<file path="config.mk">
export PLATFORM = sky130hd
export DESIGN_NAME = lcd_video_top
export DESIGN_NICKNAME = d
export VERILOG_FILES = /design/src/design/video_pkg.sv /design/src/design/raster_if.sv /design/src/design/raster_timing.sv /design/src/design/pixel_memory.sv /design/src/design/pixel_shader.sv /design/src/design/lcd_video_top.sv
export SDC_FILE = /design/constraint.sdc
export NUM_CORES = 2
export LEC_CHECK = 0
export BUFFER_PORTS_ARGS = -buffer_cell sky130_fd_sc_hd__buf_2
export CAP_MARGIN = 15
export CELL_PAD_IN_SITES_DETAIL_PLACEMENT = 0
export CELL_PAD_IN_SITES_GLOBAL_PLACEMENT = 1
export CORE_UTILIZATION = 48
export DETAILED_ROUTE_END_ITERATION = 8
export PLACE_DENSITY_LB_ADDON = 0.1
export REMOVE_ABC_BUFFERS = 1
export SETUP_SLACK_MARGIN = 0.05
export SYNTH_ARGS = -nofsm -noshare
export SYNTH_HDL_FRONTEND = slang
export SYNTH_SLANG_ARGS = --single-unit
</file>
<file path="constraint.sdc">
create_clock -name clk_3_276mhz -period 2.05 [get_ports clk_3_276mhz]
set_clock_uncertainty 0.15 [all_clocks]
set_input_delay 0.205 -clock clk_3_276mhz [delete_from_list [all_inputs] [get_ports clk_3_276mhz]]
set_output_delay 0.205 -clock clk_3_276mhz [all_outputs]
set_load 0.01 [all_outputs]
</file>
<file path="src/design/video_pkg.sv">
//////////////////////////////////////////////////
// video package
// raster geometry, field widths and the colour
// type shared by the lcd video blocks
//////////////////////////////////////////////////

package video_pkg;

  ////////////////////////////////////////////////
  // widths

  // x and y counter width
  localparam int count_width = 10;
  // pixel memory geometry
  localparam int pix_addr_width = 8;
  localparam int pix_depth = 1 << pix_addr_width;
  localparam int pix_data_width = 4;

  typedef logic [count_width-1:0] count_t;
  typedef logic [pix_addr_width-1:0] pix_addr_t;
  typedef logic [pix_data_width-1:0] pix_data_t;

  ////////////////////////////////////////////////
  // raster geometry, 400 x 512 = 204800 per frame

  // horizontal, in pixel clocks
  localparam count_t h_total = count_t'(400);
  localparam count_t h_active = count_t'(320);
  localparam count_t h_bporch = count_t'(10);
  // vertical, in lines
  localparam count_t v_total = count_t'(512);
  localparam count_t v_active = count_t'(240);
  localparam count_t v_bporch = count_t'(10);
  // hs lands a few clocks after vs, never on the same cycle
  localparam count_t hs_position = count_t'(3);

  ////////////////////////////////////////////////
  // colour

  // gray level used for a lit pixel
  localparam logic [7:0] lit_level = 8'd60;

  // 24-bit rgb, red in the top byte
  typedef struct packed {
    logic [7:0] red;
    logic [7:0] green;
    logic [7:0] blue;
  } rgb_t;

endpackage

</file>
<file path="src/design/raster_if.sv">
//////////////////////////////////////////////////
// raster interface
// raster position, visible window and the
// frame and line strobes from the timing block
//////////////////////////////////////////////////

interface raster_if;

  // current raster position
  video_pkg::count_t x_count;
  video_pkg::count_t y_count;

  // inside the 320 x 240 window
  logic visible;
  // x and y both zero
  logic frame_start;
  // fixed point in each line for hsync
  logic line_start_hs;

  // timing generator drives everything
  modport source (
    output x_count,
    output y_count,
    output visible,
    output frame_start,
    output line_start_hs
  );

  // memory and shader only look
  modport sink (
    input x_count,
    input y_count,
    input visible,
    input frame_start,
    input line_start_hs
  );

endinterface

</file>
<file path="src/design/raster_timing.sv">
//////////////////////////////////////////////////
// raster timing generator
// x and y counters over the 400 x 512 frame,
// visible window decode and sync strobes
//////////////////////////////////////////////////

module raster_timing (
  input logic clk_3_276mhz,
  input logic reset_n,
  raster_if.source raster
);

  import video_pkg::*;

  // end of line and end of frame
  logic x_last;
  logic y_last;
  // window decode per axis
  logic x_in_window;
  logic y_in_window;

  ////////////////////////////////////////////////
  // counters

  assign x_last = (raster.x_count == h_total - 1'b1);
  assign y_last = (raster.y_count == v_total - 1'b1);

  // x runs every clock, y steps on the x wrap
  always_ff @(posedge clk_3_276mhz or negedge reset_n) begin
    if (!reset_n) begin
      raster.x_count <= '0;
    end else if (x_last) begin
      raster.x_count <= '0;
    end else begin
      raster.x_count <= raster.x_count + 1'b1;
    end
  end

  always_ff @(posedge clk_3_276mhz or negedge reset_n) begin
    if (!reset_n) begin
      raster.y_count <= '0;
    end else if (x_last) begin
      // wrap at the bottom of the frame
      if (y_last) begin
        raster.y_count <= '0;
      end else begin
        raster.y_count <= raster.y_count + 1'b1;
      end
    end
  end

  ////////////////////////////////////////////////
  // visible window

  // back porch first, then the active span
  assign x_in_window = (raster.x_count >= h_bporch) &&
                       (raster.x_count < h_bporch + h_active);
  assign y_in_window = (raster.y_count >= v_bporch) &&
                       (raster.y_count < v_bporch + v_active);

  assign raster.visible = x_in_window && y_in_window;

  ////////////////////////////////////////////////
  // sync strobes

  // new frame at the origin
  assign raster.frame_start = (raster.x_count == '0) && (raster.y_count == '0);

  // new line, a few clocks in so it never meets vs
  assign raster.line_start_hs = (raster.x_count == hs_position);

endmodule

</file>
<file path="src/design/pixel_memory.sv">
//////////////////////////////////////////////////
// pixel memory
// 256 nibbles loaded by a write strobe and read
// back in scan order, one per visible pixel
//////////////////////////////////////////////////

module pixel_memory (
  input logic clk_3_276mhz,
  input logic reset_n,
  // write port, single cycle strobe
  input logic pixel_wr,
  input video_pkg::pix_addr_t pixel_wr_addr,
  input video_pkg::pix_data_t pixel_wr_data,
  // raster position
  raster_if.sink raster,
  // nibble at the scan address
  output video_pkg::pix_data_t pixel
);

  import video_pkg::*;

  // storage
  pix_data_t mem [pix_depth];

  // scan position into the memory
  pix_addr_t scan_addr;

  ////////////////////////////////////////////////
  // write port

  // write lands on the sampling edge
  // the pixel registered at that edge still reads the old nibble
  always_ff @(posedge clk_3_276mhz or negedge reset_n) begin
    if (!reset_n) begin
      // start from a blank screen
      for (int i = 0; i < pix_depth; i++) begin
        mem[i] <= '0;
      end
    end else if (pixel_wr) begin
      mem[pixel_wr_addr] <= pixel_wr_data;
    end
  end

  ////////////////////////////////////////////////
  // scan address

  // one step per visible pixel
  // wraps naturally at 256
  always_ff @(posedge clk_3_276mhz or negedge reset_n) begin
    if (!reset_n) begin
      scan_addr <= '0;
    end else if (raster.visible) begin
      scan_addr <= scan_addr + 1'b1;
    end
  end

  ////////////////////////////////////////////////
  // read port

  // async read, shader registers it
  assign pixel = mem[scan_addr];

endmodule

</file>
<file path="src/design/pixel_shader.sv">
//////////////////////////////////////////////////
// pixel shader
// registered video outputs: colour from the
// current nibble, data enable and sync strobes
//////////////////////////////////////////////////

module pixel_shader (
  input logic clk_3_276mhz,
  input logic reset_n,
  // raster position and strobes
  raster_if.sink raster,
  // nibble for the current pixel
  input video_pkg::pix_data_t pixel,
  // video out, one clock behind the counters
  output video_pkg::rgb_t video_rgb,
  output logic video_de,
  output logic video_vs,
  output logic video_hs
);

  import video_pkg::*;

  // colour for this cycle, before the register
  rgb_t rgb_next;
  // any bit set means lit
  logic pixel_lit;

  ////////////////////////////////////////////////
  // colour select

  assign pixel_lit = (pixel != '0);

  // gray on all three channels when lit
  // black for dark pixels and everything outside the window
  always_comb begin
    rgb_next = '0;
    if (raster.visible && pixel_lit) begin
      rgb_next.red = lit_level;
      rgb_next.green = lit_level;
      rgb_next.blue = lit_level;
    end
  end

  ////////////////////////////////////////////////
  // output registers

  always_ff @(posedge clk_3_276mhz or negedge reset_n) begin
    if (!reset_n) begin
      video_rgb <= '0;
      video_de <= 1'b0;
      video_vs <= 1'b0;
      video_hs <= 1'b0;
    end else begin
      video_rgb <= rgb_next;
      // enable tracks the window
      video_de <= raster.visible;
      // one clock pulses from the timing block
      video_vs <= raster.frame_start;
      video_hs <= raster.line_start_hs;
    end
  end

endmodule

</file>
<file path="src/design/lcd_video_top.sv">
//////////////////////////////////////////////////
// lcd video top level
// raster timing, pixel memory and shader on
// one clock, with plain ports at the boundary
//////////////////////////////////////////////////

module lcd_video_top (
  input logic clk_3_276mhz,
  input logic reset_n,
  // pixel writer
  input logic pixel_wr,
  input logic [video_pkg::pix_addr_width-1:0] pixel_wr_addr,
  input logic [video_pkg::pix_data_width-1:0] pixel_wr_data,
  // video out to the scaler
  output logic [23:0] video_rgb,
  output logic video_de,
  output logic video_vs,
  output logic video_hs
);

  import video_pkg::*;

  // raster bus between the blocks
  raster_if raster ();

  // nibble from memory to shader
  pix_data_t pixel;
  // shader colour before flattening
  rgb_t video_rgb_s;

  ////////////////////////////////////////////////
  // blocks

  raster_timing u_raster_timing (
    .clk_3_276mhz (clk_3_276mhz),
    .reset_n      (reset_n),
    .raster       (raster.source)
  );

  pixel_memory u_pixel_memory (
    .clk_3_276mhz  (clk_3_276mhz),
    .reset_n       (reset_n),
    .pixel_wr      (pixel_wr),
    .pixel_wr_addr (pixel_wr_addr),
    .pixel_wr_data (pixel_wr_data),
    .raster        (raster.sink),
    .pixel         (pixel)
  );

  pixel_shader u_pixel_shader (
    .clk_3_276mhz (clk_3_276mhz),
    .reset_n      (reset_n),
    .raster       (raster.sink),
    .pixel        (pixel),
    .video_rgb    (video_rgb_s),
    .video_de     (video_de),
    .video_vs     (video_vs),
    .video_hs     (video_hs)
  );

  // red in [23:16], blue in [7:0]
  assign video_rgb = video_rgb_s;

endmodule

</file>
==> results by group <==
Run status
  • Status: finished, violations left
  • Failing checks: setup timing

Clocking
  • Clk Latency, worst-skew pair: 0.69 ns
  • H-tree depth: 3
  • Clock root cell: clkbuf_16
  • Clock tree buffer depth: 3
  • CTS buffer count: 112
  • Clock tree from TritonCTS: done
  • CTS sink count: 1056
  • Clk slew on worst S/H paths: 0.06 ns

Worst setup path
  • Setup CP Type: flip-flop to flip-flop
  • Most frequent CP cell: buf_12
  • Critical R2R Capture: u_pixel_shader.video_rgb[4]
  • End of the critical path: u_pixel_shader.video_rgb[4]
  • Endpoint type of the worst setup path: flip-flop
  • Worst setup SP type: flip-flop
  • R2r startpoint: u_pixel_memory.scan_addr[0]
  • Crit-path max cell delay: 0.50 ns
  • CP max FO: 19
  • CP required: 2.46 ns
  • Worst path slowest cell: dfrtp_4
  • CP cell instances: buf_12 > buf_8 > buf_12 > buf_6 > o21ai_0 > a41oi_2 > a31oi_1 > buf_4 > nand4_1 > o2111ai_2 > nand3_2
  • Internal reg-to-reg setup slack: -0.74 ns
  • R2R depth: 11
  • CP Data Arrival Time: 3.20 ns
  • Crit path launch: u_pixel_memory.scan_addr[0]

Synth
  • Most used DFF post-synth: dfrtp_1
  • Post-synth ARST share: 100%
  • Synthesized flop and latch total: 1056
  • Synth cell types: 67
  • Mapped cell area: 46200 µm²
  • Synth top area share: 57.2%
  • Post-synth EDFFs: 0
  • Yosys top cell by area: dfrtp_1
  • Most frequent cell after synthesis: dfrtp_1
  • Synth cell count leaders: dfrtp_1 (1056), mux2_2 (1032), nor2_1 (367)
  • Largest cells by area after synthesis: dfrtp_1 (57%), mux2_2 (25%), nor2_1 (3.0%)
  • Sequential area share after synthesis: 57.2%
  • Yosys Warn Count: 0
  • Synth Instances: 3582
  • Mapped Avg Cell Area: 12.9 µm²

STA
  • RSZ-0062 raised after global routing: yes
  • Fin crit period: 2.79 ns
  • Final setup viols: 3
  • Final worst setup slack: -0.740 ns
  • Setup TNS: -0.926 ns
  • Final Hold Viols: 0
  • Period utilisation layout: 136%
  • Achievable frequency: 358 MHz
  • Max-slew headroom: 39.1%
  • Slew Limit Fails: 0
  • Slew @ Worst Pin: 0.911 ns

Floorplanning
  • IO Pins: 42
  • Core area: 95200 µm²
  • Initial core utilization: 48.6%
  • Die ar.: 97600 µm²
  • Row cnt: 113
  • Die Y: 312 µm
  • Die Wd: 312 µm

Cells and area
  • Reg area: 26400 µm²
  • Share of cells above drive strength 1: 45.4%
  • Area of the multi-input gates: 19400 µm²
  • Final #Nets: 3945
  • Util after Layout: 58.7%
  • # fillers: 7545
  • Area growth syn-to-layout: 20.8%

Power and ir drop
  • Lkg Pwr: 26.8 nW
  • Pwr Density: 830 nW/µm²
  • Max IR drop VDD: 0.000744 V

Global route
  • First-pass GRT wire length: 206 mm
  • Grt total ovfl: 0
  • Initial antenna violation count: 3
  • Vias in the first global route: 33561
  • Global-route usage over all layers: 27.6%
  • Pin count of the biggest net entering global routing: 103

Routing
  • Drt via density: 5.81
  • Vias: 30677
  • WL final: 132 mm
  • DR WL/cell: 25.1 µm
  • DRT antenna net count: 0
  • Pre-Repair DR Iteration Count: 5
  • DRT iter0 DRCs: 1786
  • # DRC: 0

Run
  • Total of max-cap violations: 0

Worst hold path
  • Worst Hold Class: primary input to asynchronous set/reset pin

Placement
  • PortBufs: 29
  • Routability cong.: 0.884
  • HPWL Detailed: 87.5 mm
## where the power goes
group | total, mW | switching, mW | internal (mW)
clock | 20.5 | 8.23 | 12.2
sequential | 22.3 | 0.529 | 21.8
combinational | 3.55 | 1.97 | 1.58
## sequential cells by signal (all words and copies together) (netlist names)
register	cells
u_raster_timing.raster.x_count	10
u_pixel_shader.video_hs	1
u_pixel_shader.video_de	1
u_raster_timing.raster.y_count	10
u_pixel_shader.video_vs	1
u_pixel_memory.mem	1024
u_pixel_shader.video_rgb	1
u_pixel_memory.scan_addr	8
## cell type report
class                           count  share of cell area, %
Clock inverter                     31                  0.690
Antenna cell                        1                0.00448
Timing Repair Buffer              461                   8.30
Sequential cell                  1056                   47.3
Inverter                           11                 0.0739
Tap cell                         1265                   2.83
Multi-Input combinational cell   2283                   34.8
Clock buffer                      172                   5.98
## logic make-up (layout without fill, tap and decap cells)
family | after synthesis | count (layout) | synth area share [%]
xor+xnor | 20 | 20 | 0.379
mux | 1059 | 1059 | 26.3
compound gates | 307 | 307 | 4.44
buf+inv | 254 | 675 | 2.77
simple gates | 880 | 880 | 8.78
fa+ha+maj | 5 | 5 | 0.135
flops | 1056 | 1056 | 57.2
other cells | 1 | 13 | 0.00811
## worst min path at each step
stage	slack (ns)	depth (start not counted)	to
final	0.05	3	u_pixel_memory.mem[86]
after global routing	0.05	3	u_pixel_memory.mem[86]
after CTS	0.04	3	u_pixel_memory.mem[65]
after detailed placement	-0.04	1	u_pixel_memory.mem[85]
after global placement	-0.04	1	u_pixel_memory.mem[85]
after floorplan	-0.24	0	u_pixel_memory.mem[0]
## metrics by stage
stage                     power [mW]  cell area [µm²]  cells  worst slack, ns  hold slack, ns
after CTS                       46.7            55400   5275           -0.690          0.0371
after global placement          26.0            50700   5049            -1.02         -0.0418
after floorplan                 24.1            45000   3350            -6.13          -0.241
after detailed placement        26.1            50700   5049            -1.02         -0.0377
final                           46.4            55800   5280           -0.740          0.0530
after global routing            48.1            55800   5279           -0.816          0.0509
## cell usage in the layout, fill, tap and decap left out, types with 13 or more instances in the layout
cell,count
clkbuf_8,33
nand3_1,25
nand2b_1,15
nor4_1,64
nor2b_1,13
buf_2,24
buf_12,71
buf_4,334
nor3_2,20
a211oi_2,18
nor2_1,361
clkbuf_1,30
dfrtp_1,1051
a22oi_1,17
a211oi_1,64
o21ai_0,26
or4_1,31
mux2_2,1032
nand2_1,150
nor3_1,117
mux4_2,22
a21oi_1,85
clkinv_2,20
clkbuf_16,114
## layer usage
| metal | share of wire (%) | vias to the layer above | global-route usage, % | routed length (µm) |
|---|---|---|---|---|
| met5 | 0.014 | - | 0 | 19 |
| met2 | 48 | 654 | 46.3 | 64000 |
| met1 | 44 | 16202 | 37.3 | 58100 |
| li1 | - | 13580 | - | - |
| met3 | 4.1 | 239 | 3.48 | 5440 |
| met4 | 3.6 | 2 | 8.83 | 4760 |
## worst max-delay path: cells and delay by family (launching register included)
family                 cells  cell delay, ns
and+or+nand+nor            2            0.23
buffers and inverters      5            0.82
AOI/OAI and AO/OA          4            0.94
DFF                        1            0.50
## timing repair
action,CTS,global route
cloned,8,1
hold buffers,4,0
hold endpoints to repair,1081,0
gates resized for setup,114,81
buffers inserted,11,3
endpoints found under the setup margin,8,15
pin swaps,25,41
No activity file was read; power rests on OpenSTA's default activity.
